`src/exec_cfg_pkg.sv`:
```
package exec_cfg_pkg;

    // ------------------------------
    // Datapath sizes
    // ------------------------------
    localparam int NB_DATA     = 32;
    localparam int NB_REG_ADDR = 5;
    localparam int NUM_REGS    = 32;
    localparam int NB_ALU_OP   = 6;

    // ------------------------------
    // ALU operation codes
    // ------------------------------
    localparam logic [NB_ALU_OP-1:0] ALU_SLL      = 6'b000000;
    localparam logic [NB_ALU_OP-1:0] ALU_SRL      = 6'b000010;
    localparam logic [NB_ALU_OP-1:0] ALU_SRA      = 6'b000011;
    localparam logic [NB_ALU_OP-1:0] ALU_SLLV     = 6'b000100;
    localparam logic [NB_ALU_OP-1:0] ALU_SRLV     = 6'b000110;
    localparam logic [NB_ALU_OP-1:0] ALU_SRAV     = 6'b000111;
    localparam logic [NB_ALU_OP-1:0] ALU_ADD      = 6'b110001; // Not the funct value
    localparam logic [NB_ALU_OP-1:0] ALU_ADDU     = 6'b100001;
    localparam logic [NB_ALU_OP-1:0] ALU_SUBU     = 6'b100011;
    localparam logic [NB_ALU_OP-1:0] ALU_AND      = 6'b100100;
    localparam logic [NB_ALU_OP-1:0] ALU_OR       = 6'b100101;
    localparam logic [NB_ALU_OP-1:0] ALU_XOR      = 6'b100110;
    localparam logic [NB_ALU_OP-1:0] ALU_NOR      = 6'b100111;
    localparam logic [NB_ALU_OP-1:0] ALU_SLT      = 6'b101010;
    localparam logic [NB_ALU_OP-1:0] ALU_SHIFTLUI = 6'b101011;

    // No ALU case matches this code, so it falls to the all-ones default
    localparam logic [NB_ALU_OP-1:0] ALU_ILLEGAL  = 6'b111111;

    localparam logic [NB_DATA-1:0]   ILLEGAL_RESULT = {NB_DATA{1'b1}};

endpackage

```
`src/mips_isa_pkg.sv`:
```
package mips_isa_pkg;

    // ------------------------------
    // Primary opcodes
    // ------------------------------
    localparam logic [5:0] OP_RTYPE = 6'b000000; // Operation given by funct
    localparam logic [5:0] OP_ADDI  = 6'b001000;
    localparam logic [5:0] OP_ADDIU = 6'b001001;
    localparam logic [5:0] OP_SLTI  = 6'b001010;
    localparam logic [5:0] OP_ANDI  = 6'b001100; // Zero-extended immediate
    localparam logic [5:0] OP_ORI   = 6'b001101; // Zero-extended immediate
    localparam logic [5:0] OP_XORI  = 6'b001110; // Zero-extended immediate
    localparam logic [5:0] OP_LUI   = 6'b001111;

    // ------------------------------
    // R-type funct values
    // ------------------------------
    localparam logic [5:0] FN_SLL   = 6'b000000; // Shift by shamt
    localparam logic [5:0] FN_SRL   = 6'b000010;
    localparam logic [5:0] FN_SRA   = 6'b000011;
    localparam logic [5:0] FN_SLLV  = 6'b000100; // Shift by rs
    localparam logic [5:0] FN_SRLV  = 6'b000110;
    localparam logic [5:0] FN_SRAV  = 6'b000111;
    localparam logic [5:0] FN_ADD   = 6'b100000;
    localparam logic [5:0] FN_ADDU  = 6'b100001;
    localparam logic [5:0] FN_SUBU  = 6'b100011;
    localparam logic [5:0] FN_AND   = 6'b100100;
    localparam logic [5:0] FN_OR    = 6'b100101;
    localparam logic [5:0] FN_XOR   = 6'b100110;
    localparam logic [5:0] FN_NOR   = 6'b100111;
    localparam logic [5:0] FN_SLT   = 6'b101010;

    // Register-register format
    typedef struct packed {
        logic [5:0] opcode;
        logic [4:0] rs;
        logic [4:0] rt;
        logic [4:0] rd;
        logic [4:0] shamt;
        logic [5:0] funct;
    } r_fields_t;

    // Immediate format
    typedef struct packed {
        logic [5:0]  opcode;
        logic [4:0]  rs;
        logic [4:0]  rt;
        logic [15:0] imm;
    } i_fields_t;

    // Same 32-bit word, opcode picks the view
    typedef union packed {
        r_fields_t r;
        i_fields_t i;
    } instr_u;

endpackage

```
`src/alu.sv`:
```
module alu #(
    parameter int NB_DATA = 32
) (
    input  logic [NB_DATA-1:0]                  i_data_a,
    input  logic [NB_DATA-1:0]                  i_data_b,
    input  logic [exec_cfg_pkg::NB_ALU_OP-1:0]  i_opcode,
    output logic [NB_DATA-1:0]                  o_result,
    output logic                                o_zero_bit
);

    logic [4:0]         shamt;      // Shift amount from operand A
    logic               a_lt_b;     // Signed compare
    logic [NB_DATA-1:0] result;

    assign shamt  = i_data_a[4:0];
    assign a_lt_b = $signed(i_data_a) < $signed(i_data_b);

    // ------------------------------
    // Operation select
    // ------------------------------
    always_comb begin
        case (i_opcode)
            // Arithmetic
            exec_cfg_pkg::ALU_ADD:
                result = $signed(i_data_a) + $signed(i_data_b);
            exec_cfg_pkg::ALU_ADDU:
                result = i_data_a + i_data_b;
            exec_cfg_pkg::ALU_SUBU:
                result = $signed(i_data_a) - $signed(i_data_b);

            // Logic and compare
            exec_cfg_pkg::ALU_AND:
                result = i_data_a & i_data_b;
            exec_cfg_pkg::ALU_OR:
                result = i_data_a | i_data_b;
            exec_cfg_pkg::ALU_XOR:
                result = i_data_a ^ i_data_b;
            exec_cfg_pkg::ALU_NOR:
                result = ~(i_data_a | i_data_b);
            exec_cfg_pkg::ALU_SLT:
                result = {{(NB_DATA-1){1'b0}}, a_lt_b};

            // Shifts, B is the value and A the amount
            exec_cfg_pkg::ALU_SLL,
            exec_cfg_pkg::ALU_SLLV:
                result = i_data_b << shamt;
            exec_cfg_pkg::ALU_SRL,
            exec_cfg_pkg::ALU_SRLV:
                result = i_data_b >> shamt;                 // Zero fill
            exec_cfg_pkg::ALU_SRA,
            exec_cfg_pkg::ALU_SRAV:
                result = $signed(i_data_b) >>> shamt;       // Sign fill

            // Low half of B into the upper half
            exec_cfg_pkg::ALU_SHIFTLUI:
                result = {i_data_b[15:0], {(NB_DATA-16){1'b0}}};

            default:
                result = {NB_DATA{1'b1}};
        endcase
    end

    assign o_result   = result;
    assign o_zero_bit = ~|result;

endmodule

```
`src/clear_counter.sv`:
```
module clear_counter (
    input  logic                                  i_clk,
    input  logic                                  i_rst_n,
    input  logic                                  i_start,
    output logic [exec_cfg_pkg::NB_REG_ADDR-1:0]  o_addr,
    output logic                                  o_clearing,
    output logic                                  o_done
);

    localparam logic [exec_cfg_pkg::NB_REG_ADDR-1:0] LAST_ADDR =
        exec_cfg_pkg::NB_REG_ADDR'(exec_cfg_pkg::NUM_REGS - 1);

    always_ff @(posedge i_clk) begin
        if (!i_rst_n) begin
            o_addr     <= '0;
            o_clearing <= 1'b0;
            o_done     <= 1'b0;
        end else if (o_clearing) begin
            if (o_addr == LAST_ADDR) begin          // Sweep ends after the last register
                o_clearing <= 1'b0;
                o_done     <= 1'b1;
            end else begin
                o_addr <= o_addr + 1'b1;
            end
        end else if (i_start && !o_done) begin
            o_addr     <= '0;
            o_clearing <= 1'b1;
        end
    end

endmodule

```
`src/exec_fsm.sv`:
```
module exec_fsm (
    input  logic i_clk,
    input  logic i_rst_n,
    input  logic i_req,
    input  logic i_clear_done,
    output logic o_clear_start,
    output logic o_latch,
    output logic o_read,
    output logic o_exec,
    output logic o_ack
);

    typedef enum logic [2:0] {
        CLEAR,      // Register sweep after reset
        IDLE,
        READ,       // Register file read
        EXEC,       // ALU result and write back
        ACK,
        RELEASE     // Requester still holds i_req
    } state_t;

    state_t state;
    state_t state_next;

    // ------------------------------
    // State register
    // ------------------------------
    always_ff @(posedge i_clk) begin
        if (!i_rst_n) begin
            state <= CLEAR;
        end else begin
            state <= state_next;
        end
    end

    // ------------------------------
    // Next state
    // ------------------------------
    always_comb begin
        state_next = state;
        case (state)
            CLEAR: begin
                if (i_clear_done) begin
                    state_next = IDLE;
                end
            end
            IDLE: begin
                if (i_req) begin
                    state_next = READ;
                end
            end
            READ:    state_next = EXEC;
            EXEC:    state_next = ACK;
            ACK: begin
                // Ack drops on the first edge that sees the request gone
                state_next = i_req ? RELEASE : IDLE;
            end
            RELEASE: begin
                if (!i_req) begin
                    state_next = IDLE;
                end
            end
            default: state_next = CLEAR;
        endcase
    end

    // ------------------------------
    // Outputs
    // ------------------------------
    assign o_clear_start = (state == CLEAR);
    assign o_latch       = (state == IDLE) && i_req;    // Instruction taken on this edge
    assign o_read        = (state == READ);
    assign o_exec        = (state == EXEC);
    assign o_ack         = (state == ACK) || (state == RELEASE);

endmodule

```
`src/exec_unit_top.sv`:
```
module exec_unit_top (
    input  logic                                    i_clk,
    input  logic                                    i_rst_n,
    input  logic                                    i_req,
    input  logic [$bits(mips_isa_pkg::instr_u)-1:0] i_instr,
    output logic                                    o_ack,
    output logic [exec_cfg_pkg::NB_DATA-1:0]        o_result,
    output logic                                    o_zero
);

    localparam int NB_DATA = exec_cfg_pkg::NB_DATA;
    localparam int NB_ADDR = exec_cfg_pkg::NB_REG_ADDR;

    // Control strobes
    logic latch, read, exec, clear_start, clear_done, clearing;
    logic [NB_ADDR-1:0] clr_addr;

    // Decoded fields
    mips_isa_pkg::instr_u          instr_q;
    logic [NB_ADDR-1:0]            rs_addr, rt_addr, dst_addr;
    logic                          a_from_shamt, b_from_imm, dec_wr_en;
    logic [NB_DATA-1:0]            imm_ext;
    logic [exec_cfg_pkg::NB_ALU_OP-1:0] alu_op;

    // Datapath
    logic [NB_DATA-1:0] rs_data, rt_data, alu_a, alu_b, alu_result, wr_data;
    logic               alu_zero, wr_en;
    logic [NB_ADDR-1:0] wr_addr;

    exec_fsm u_fsm (
        .i_clk         (i_clk),
        .i_rst_n       (i_rst_n),
        .i_req         (i_req),
        .i_clear_done  (clear_done),
        .o_clear_start (clear_start),
        .o_latch       (latch),
        .o_read        (read),
        .o_exec        (exec),
        .o_ack         (o_ack)
    );

    clear_counter u_clear (
        .i_clk      (i_clk),
        .i_rst_n    (i_rst_n),
        .i_start    (clear_start),
        .o_addr     (clr_addr),
        .o_clearing (clearing),
        .o_done     (clear_done)
    );

    always_ff @(posedge i_clk) begin
        if (latch) begin
            instr_q <= i_instr;             // Held for the whole transaction
        end
    end

    instr_decode u_decode (
        .i_instr        (instr_q),
        .o_rs_addr      (rs_addr),
        .o_rt_addr      (rt_addr),
        .o_dst_addr     (dst_addr),
        .o_a_from_shamt (a_from_shamt),
        .o_b_from_imm   (b_from_imm),
        .o_wr_en        (dec_wr_en),
        .o_imm_ext      (imm_ext),
        .o_alu_op       (alu_op)
    );

    // ------------------------------
    // Write port and operand muxes
    // ------------------------------
    assign wr_en   = clearing || (exec && dec_wr_en);
    assign wr_addr = clearing ? clr_addr : dst_addr;
    assign wr_data = clearing ? '0 : alu_result;

    assign alu_a = a_from_shamt ? {{(NB_DATA-5){1'b0}}, instr_q.r.shamt} : rs_data;
    assign alu_b = b_from_imm ? imm_ext : rt_data;

    reg_file u_regs (
        .i_clk     (i_clk),
        .i_rst_n   (i_rst_n),
        .i_rd_en   (read),
        .i_rs_addr (rs_addr),
        .i_rt_addr (rt_addr),
        .i_wr_en   (wr_en),
        .i_wr_addr (wr_addr),
        .i_wr_data (wr_data),
        .o_rs_data (rs_data),
        .o_rt_data (rt_data)
    );

    alu #(
        .NB_DATA (NB_DATA)
    ) u_alu (
        .i_data_a   (alu_a),
        .i_data_b   (alu_b),
        .i_opcode   (alu_op),
        .o_result   (alu_result),
        .o_zero_bit (alu_zero)
    );

    // Result stays put while ack is up
    always_ff @(posedge i_clk) begin
        if (exec) begin
            o_result <= alu_result;
            o_zero   <= alu_zero;
        end
    end

endmodule

```
`src/instr_decode.sv`:
```
module instr_decode (
    input  logic [$bits(mips_isa_pkg::instr_u)-1:0]   i_instr,
    output logic [exec_cfg_pkg::NB_REG_ADDR-1:0]      o_rs_addr,
    output logic [exec_cfg_pkg::NB_REG_ADDR-1:0]      o_rt_addr,
    output logic [exec_cfg_pkg::NB_REG_ADDR-1:0]      o_dst_addr,
    output logic                                      o_a_from_shamt,
    output logic                                      o_b_from_imm,
    output logic                                      o_wr_en,
    output logic [exec_cfg_pkg::NB_DATA-1:0]          o_imm_ext,
    output logic [exec_cfg_pkg::NB_ALU_OP-1:0]        o_alu_op
);

    mips_isa_pkg::instr_u instr;
    logic                 zero_ext;     // ANDI, ORI, XORI

    assign instr     = i_instr;
    assign o_rs_addr = instr.r.rs;      // Same bits in both views
    assign o_rt_addr = instr.r.rt;

    assign o_imm_ext = zero_ext ?
        {{(exec_cfg_pkg::NB_DATA-16){1'b0}}, instr.i.imm} :
        {{(exec_cfg_pkg::NB_DATA-16){instr.i.imm[15]}}, instr.i.imm};

    always_comb begin
        o_alu_op       = exec_cfg_pkg::ALU_ILLEGAL;
        o_wr_en        = 1'b1;
        o_a_from_shamt = 1'b0;
        o_b_from_imm   = 1'b0;
        zero_ext       = 1'b0;
        o_dst_addr     = instr.i.rt;

        if (instr.r.opcode == mips_isa_pkg::OP_RTYPE) begin
            o_dst_addr = instr.r.rd;
            case (instr.r.funct)
                mips_isa_pkg::FN_SLL: begin
                    o_alu_op       = exec_cfg_pkg::ALU_SLL;
                    o_a_from_shamt = 1'b1;
                end
                mips_isa_pkg::FN_SRL: begin
                    o_alu_op       = exec_cfg_pkg::ALU_SRL;
                    o_a_from_shamt = 1'b1;
                end
                mips_isa_pkg::FN_SRA: begin
                    o_alu_op       = exec_cfg_pkg::ALU_SRA;
                    o_a_from_shamt = 1'b1;
                end
                mips_isa_pkg::FN_SLLV: o_alu_op = exec_cfg_pkg::ALU_SLLV;
                mips_isa_pkg::FN_SRLV: o_alu_op = exec_cfg_pkg::ALU_SRLV;
                mips_isa_pkg::FN_SRAV: o_alu_op = exec_cfg_pkg::ALU_SRAV;
                mips_isa_pkg::FN_ADD:  o_alu_op = exec_cfg_pkg::ALU_ADD;
                mips_isa_pkg::FN_ADDU: o_alu_op = exec_cfg_pkg::ALU_ADDU;
                mips_isa_pkg::FN_SUBU: o_alu_op = exec_cfg_pkg::ALU_SUBU;
                mips_isa_pkg::FN_AND:  o_alu_op = exec_cfg_pkg::ALU_AND;
                mips_isa_pkg::FN_OR:   o_alu_op = exec_cfg_pkg::ALU_OR;
                mips_isa_pkg::FN_XOR:  o_alu_op = exec_cfg_pkg::ALU_XOR;
                mips_isa_pkg::FN_NOR:  o_alu_op = exec_cfg_pkg::ALU_NOR;
                mips_isa_pkg::FN_SLT:  o_alu_op = exec_cfg_pkg::ALU_SLT;
                default:               o_wr_en  = 1'b0;    // Unknown funct
            endcase
        end else begin
            o_b_from_imm = 1'b1;
            case (instr.i.opcode)
                mips_isa_pkg::OP_ADDI:  o_alu_op = exec_cfg_pkg::ALU_ADD;
                mips_isa_pkg::OP_ADDIU: o_alu_op = exec_cfg_pkg::ALU_ADDU;
                mips_isa_pkg::OP_SLTI:  o_alu_op = exec_cfg_pkg::ALU_SLT;
                mips_isa_pkg::OP_LUI:   o_alu_op = exec_cfg_pkg::ALU_SHIFTLUI;
                mips_isa_pkg::OP_ANDI: begin
                    o_alu_op = exec_cfg_pkg::ALU_AND;
                    zero_ext = 1'b1;
                end
                mips_isa_pkg::OP_ORI: begin
                    o_alu_op = exec_cfg_pkg::ALU_OR;
                    zero_ext = 1'b1;
                end
                mips_isa_pkg::OP_XORI: begin
                    o_alu_op = exec_cfg_pkg::ALU_XOR;
                    zero_ext = 1'b1;
                end
                default: o_wr_en = 1'b0;                   // Unknown opcode
            endcase
        end
    end

endmodule

```
`src/reg_file.sv`:
```
module reg_file (
    input  logic                                  i_clk,
    input  logic                                  i_rst_n,
    input  logic                                  i_rd_en,
    input  logic [exec_cfg_pkg::NB_REG_ADDR-1:0]  i_rs_addr,
    input  logic [exec_cfg_pkg::NB_REG_ADDR-1:0]  i_rt_addr,
    input  logic                                  i_wr_en,
    input  logic [exec_cfg_pkg::NB_REG_ADDR-1:0]  i_wr_addr,
    input  logic [exec_cfg_pkg::NB_DATA-1:0]      i_wr_data,
    output logic [exec_cfg_pkg::NB_DATA-1:0]      o_rs_data,
    output logic [exec_cfg_pkg::NB_DATA-1:0]      o_rt_data
);

    logic [exec_cfg_pkg::NB_DATA-1:0] regs [exec_cfg_pkg::NUM_REGS];

    // ------------------------------
    // Write port
    // ------------------------------
    always_ff @(posedge i_clk) begin
        if (i_wr_en && (i_wr_addr != '0)) begin     // Register 0 is never written
            regs[i_wr_addr] <= i_wr_data;
        end
    end

    // ------------------------------
    // Read ports
    // ------------------------------
    always_ff @(posedge i_clk) begin
        if (!i_rst_n) begin
            o_rs_data <= '0;
            o_rt_data <= '0;
        end else if (i_rd_en) begin
            // Register 0 reads zero whatever the array holds
            if (i_rs_addr == '0) begin
                o_rs_data <= '0;
            end else begin
                o_rs_data <= regs[i_rs_addr];
            end
            if (i_rt_addr == '0) begin
                o_rt_data <= '0;
            end else begin
                o_rt_data <= regs[i_rt_addr];
            end
        end
    end

endmodule

```
`config.mk`:
```
export PLATFORM = sky130hd
export DESIGN_NAME = exec_unit_top
export DESIGN_NICKNAME = d
export VERILOG_FILES = /design/src/exec_cfg_pkg.sv /design/src/mips_isa_pkg.sv /design/src/alu.sv /design/src/clear_counter.sv /design/src/exec_fsm.sv /design/src/exec_unit_top.sv /design/src/instr_decode.sv /design/src/reg_file.sv
export SDC_FILE = /design/constraint.sdc
export NUM_CORES = 2
export LEC_CHECK = 0
export ABC_AREA = 1
export BUFFER_PORTS_ARGS = -buffer_cell sky130_fd_sc_hd__clkbuf_2
export CORE_MARGIN = 2
export CORE_UTILIZATION = 30
export DETAILED_ROUTE_END_ITERATION = 10
export HOLD_SLACK_MARGIN = 0.03
export PLACE_DENSITY = 0.49
export SYNTH_ARGS = -nofsm -noshare
export SYNTH_HDL_FRONTEND = slang
export SYNTH_SLANG_ARGS = --single-unit
```
`constraint.sdc`:
```
create_clock -name i_clk -period 9.25 [get_ports i_clk]
set_input_delay 0.4625 -clock i_clk [delete_from_list [all_inputs] [get_ports i_clk]]
set_output_delay 0.4625 -clock i_clk [all_outputs]
set_load 0.02 [all_outputs]
```
==> results.txt <==
----------------------------------------------------
[Logic synthesis]
  Biggest area consumer among synthesized cells ... sky130_fd_sc_hd__edfxtp_1
  Yosys warnings ... 0
  Post-synthesis async set-or-reset flop share ... 0
  Total standard cell area after synthesis ... 0.06522 mm2
  Number of distinct library cell variants in the gate-level netlist after synthesis ... 55
  Fraction of synthesized cell area taken by the top area cell type ... 0.5014
  Most common flop cell mapped by yosys ... sky130_fd_sc_hd__edfxtp_1
  Sequential-to-total area share from yosys stat ... 0.5272
  Post-Syn Instances ... 7081
  Top cells by area, synth ... sky130_fd_sc_hd__edfxtp_1 50%, sky130_fd_sc_hd__nand2_1 9.4%, sky130_fd_sc_hd__nand3_1 5.0%
  Count of flip-flops with a built-in enable after synthesis ... 1089
  Mean instance size in the synthesized netlist ... 9.210 um2
  Synthesized flop and latch total ... 1173

[Route]
  Total length of routed wires ... 296.3 mm
  Mean number of vias per cell ... 5.952
  Number of remaining DRC errors ... 0
  Length of the first detailed-routing pass in iterations ... 7
  Antenna-violating nets left ... 0
  Number of vias in the routed layout ... 59083
  Initial DRC Count ... 8033
  Routed wirelength normalized by instance count ... 29.84 um

[Timing]
  Timing-limited maximum frequency ... 153.0 MHz
  Hold Violations, Final ... 0
  Worst-Margin Slew ... 1182 ps
  Smallest hold slack ... 396.8 ps
  Worst clock skew ... 28.03 ps
  Unrepaired setup endpoints after global routing ... no
  Sum of negative setup slack ... 0 ps
  Setup-failing EPs final ... 0
  Min Tclk post-route ... 6536 ps
  Share of the clock period used by the worst path after layout ... 0.7066
  Final Max Tran Viols ... 0
  Slew margin rel. ... 0.2113

[Die]
  Std cell rows ... 171
  Die span in y ... 470.3 um
  Width of the die ... 470.3 um
  Placeable core region ... 0.2165 mm2
  Total die area ... 0.2211 mm2
  I/O pin count ... 69
  Effective utilization at floorplan ... 0.3012

[Setup path]
  Cell chain of the critical path ... nor2_2 > nand2_2 > nor2_8 > nand2_4 > o21ai_4 > buf_4 > fa_1 > nor2_1 > o21ai_0 > nand2_1 > nand2_1 > nand2_1 > nand2_1 > nand2_1 > o21ai_0 > nand3_1 > nor2_1 > nand2_1 > nor2_1 > nand2_1 > nor2_1 > nand2_1 > nor2_1
  Crit path kind ... reg -> reg
  Reg2Reg Launch Point ... instr_q[27]
  Crit path launch type ... flip-flop
  Slowest-stage cell, CP ... sky130_fd_sc_hd__o21ai_4
  CP arrival ... 7190 ps
  Destination of the worst register-to-register timing path ... o_zero
  Stage delay of the slowest cell on the critical path ... 590 ps
  Required @ worst endpoint ... 9900 ps
  Worst-path fanout max ... 43
  Cell with the most instances on the worst path ... sky130_fd_sc_hd__nand2_1
  Count of cells along the worst register-to-register path ... 23
  Register-to-register setup slack ... 2710 ps
  Type of element capturing the critical path ... flip-flop

[Global routing]
  Wire length of the first global-routing pass ... 413.9 mm
  Total global-route track usage ... 0.2576
  Vias in the first global route ... 55228
  Grt total ovfl ... 0
  Number of antenna violations at the first check in global routing ... 10
  Largest net degree at the start of global routing ... 161

[Clocking]
  Buffer depth of the longest clock path ... 3
  Worst skew pair latency ... 800 ps
  Clock-pin slew of the registers on the worst-case setup and hold paths ... 60 ps
  Clk sink count ... 1173
  Buffer count from post-CTS setup fixing ... 0
  Number of buffers inserted during clock tree synthesis ... 136
  CTS-repair resized insts ... 0
  Clock Tree Root ... sky130_fd_sc_hd__clkbuf_16
  TritonCTS clock tree ... done
  Number of H-tree levels ... 4

[Hold path]
  Hold path endpoint ... instr_q[9]
  Hold Startpoint ... i_instr[9]
  Type of the worst min-delay path ... in -> reg
  Worst Hold Depth ... 2

[Finish]
  Fraction of final layout cells with drive strength greater than 1 ... 0.07370
  Leading cell types in the layout, fill and taps excluded ... 1639 x sky130_fd_sc_hd__nand2_1, 1089 x sky130_fd_sc_hd__edfxtp_1, 654 x sky130_fd_sc_hd__nand3_1
  Layout overhead on the synthesized area ... 12.67%
  Nets ... 7102
  Commonest non-fill, non-tap cell in the layout ... sky130_fd_sc_hd__nand2_1
  Filler Cell Count ... 21929

[Pwr]
  Switching power total ... 2.490 mW
  Worst IR drop on VDD ... 127.3 uV
  Leakage dissipation ... 26.05 nW
  Total power divided by cell area ... 156.2 mW/mm2
  Sequential group share of total power ... 0.512
  Clock power share ... 0.466
  Comb pwr share ... 0.021
  Internal Pwr Total ... 8.988 mW
  Switching share of power ... 0.2169

[Flow run]
  Max cap viols ... 0

[Placed design]
  Placer congestion estimate ... 1.036
  Number of I/O port buffers ... 68
  Final HPWL DP ... 185.2 mm

[Run status]
  Run status ... finished, final reports clean

----------------------------------------------------
==> cell usage after synthesis, types with 4 or more instances <==
| cell | count |
|---|---|
| sky130_fd_sc_hd__nand2_1 | 1640 |
| sky130_fd_sc_hd__edfxtp_1 | 1089 |
| sky130_fd_sc_hd__nand3_1 | 654 |
| sky130_fd_sc_hd__nor2_1 | 577 |
| sky130_fd_sc_hd__a21oi_1 | 461 |
| sky130_fd_sc_hd__clkbuf_1 | 443 |
| sky130_fd_sc_hd__o21ai_0 | 366 |
| sky130_fd_sc_hd__inv_1 | 321 |
| sky130_fd_sc_hd__o211ai_1 | 278 |
| sky130_fd_sc_hd__a32oi_1 | 256 |
| sky130_fd_sc_hd__mux2i_1 | 256 |
| sky130_fd_sc_hd__o221ai_1 | 256 |
| sky130_fd_sc_hd__ha_1 | 101 |
| sky130_fd_sc_hd__dfxtp_1 | 84 |
| sky130_fd_sc_hd__buf_2 | 39 |
| sky130_fd_sc_hd__buf_1 | 36 |
| sky130_fd_sc_hd__nor3_1 | 27 |
| sky130_fd_sc_hd__o21ai_1 | 27 |
| sky130_fd_sc_hd__nand4_1 | 25 |
| sky130_fd_sc_hd__o21a_1 | 15 |
| sky130_fd_sc_hd__a31oi_1 | 13 |
| sky130_fd_sc_hd__inv_2 | 12 |
| sky130_fd_sc_hd__buf_4 | 10 |
| sky130_fd_sc_hd__nor2_2 | 9 |
| sky130_fd_sc_hd__or2_2 | 8 |
| sky130_fd_sc_hd__clkinv_1 | 7 |
| sky130_fd_sc_hd__nor4_1 | 6 |
| sky130_fd_sc_hd__o22ai_1 | 6 |
| sky130_fd_sc_hd__buf_6 | 5 |
| sky130_fd_sc_hd__o21bai_1 | 5 |
| sky130_fd_sc_hd__a21boi_0 | 4 |
| sky130_fd_sc_hd__and2_1 | 4 |
==> layer usage <==
| layer | track usage | share of wire | wire, um | up-vias |
|---|---|---|---|---|
| li1 | - | - | - | 25569 |
| met5 | 0 | 0.00020 | 59 | - |
| met4 | 0.1131 | 0.045 | 13270 | 8 |
| met2 | 0.4043 | 0.45 | 133100 | 3301 |
| met3 | 0.03700 | 0.079 | 23530 | 592 |
| met1 | 0.3527 | 0.43 | 126300 | 29613 |
==> critical path, delay by kind of cell (launching register included) <==
kind | cells | cell delay (ps)
AO/OA/AOI/OAI | 3 | 1270
buffers and inverters | 1 | 540
adder cells (fa/ha/maj) | 1 | 330
flip-flops | 1 | 460
AND/OR/NAND/NOR | 18 | 3690
==> registers in the layout, summed over array words and instances, names as in the netlist, named ones only <==
| signal | flops |
|---|---|
| u_regs.o_rt_data | 32 |
| u_fsm.state | 3 |
| u_regs.o_rs_data | 32 |
| o_zero | 1 |
| instr_q | 32 |
| u_clear.o_addr | 5 |
| u_regs.regs | 1024 |
| u_clear.o_done | 1 |
| o_result | 32 |
| u_clear.o_clearing | 1 |
==> power by group through the flow <==
stage               Sequential (mW)  Combinational [mW]  Clock (mW)
global route                   5.88               0.262        5.62
CTS                            5.88               0.245        5.43
floorplan                      5.99               0.100           0
detailed placement             5.99               0.232           0
finish                         5.88               0.246        5.35
global placement               5.99               0.229           0
==> worst max path at each step <==
stage	cells after the start	slack [ps]	from	end
after floorplan	14	4380	instr_q[27]	u_regs.regs[17][0]
after global placement	23	2720	instr_q[31]	o_zero
after detailed placement	23	2860	instr_q[31]	o_zero
after CTS	23	2840	instr_q[31]	o_zero
after global routing	23	2380	instr_q[31]	u_regs.regs[8][18]
final	23	2710	instr_q[27]	o_zero
==> cell type report <==
type	count	area (um2)	share of cell area
repair buffers	247	1894	0.02578
diodes	4	10.01	0.0001362
clock buffers	187	3810	0.05185
clock inverters	56	536.8	0.007305
flip-flops and latches	1173	34420	0.4684
inverters	340	1306	0.01778
multi-input cells	5066	27930	0.3802
well taps	2854	3571	0.04860
==> what timing repair did <==
item,CTS,global route
hold endpoints to repair,49,0
setup endpoints to repair,0,0
hold buffers,34,0
==> logic make-up (layout without fill, tap and decap cells) <==
kind of cell | Yosys count | count (layout) | synth area share
xor+xnor | 4 | 4 | 0.0005373
other cells | 1 | 36 | 0.00005750
buf+inv | 873 | 830 | 0.05215
mux | 256 | 256 | 0.03929
flops | 1173 | 1173 | 0.5272
simple gates | 2961 | 2961 | 0.1865
compound gates | 1710 | 1710 | 0.1743
fa+ha+maj | 103 | 103 | 0.01999
==> stage by stage <==
step | cell area (um2) | power [mW] | setup slack [ps] | util | instances
after floorplan | 65330 | 6.090 | 4384 | - | 7112
after global placement | 68780 | 6.218 | 2719 | 0.3177 | 9646
after detailed placement | 68780 | 6.222 | 2858 | 0.3177 | 9646
after CTS | 73470 | 11.56 | 2835 | 0.3393 | 9923
after global routing | 73470 | 11.76 | 2382 | 0.3393 | 9924
final | 73480 | 11.48 | 2714 | 0.3394 | 9927
Note: power is estimated with default switching activity, not from simulation.
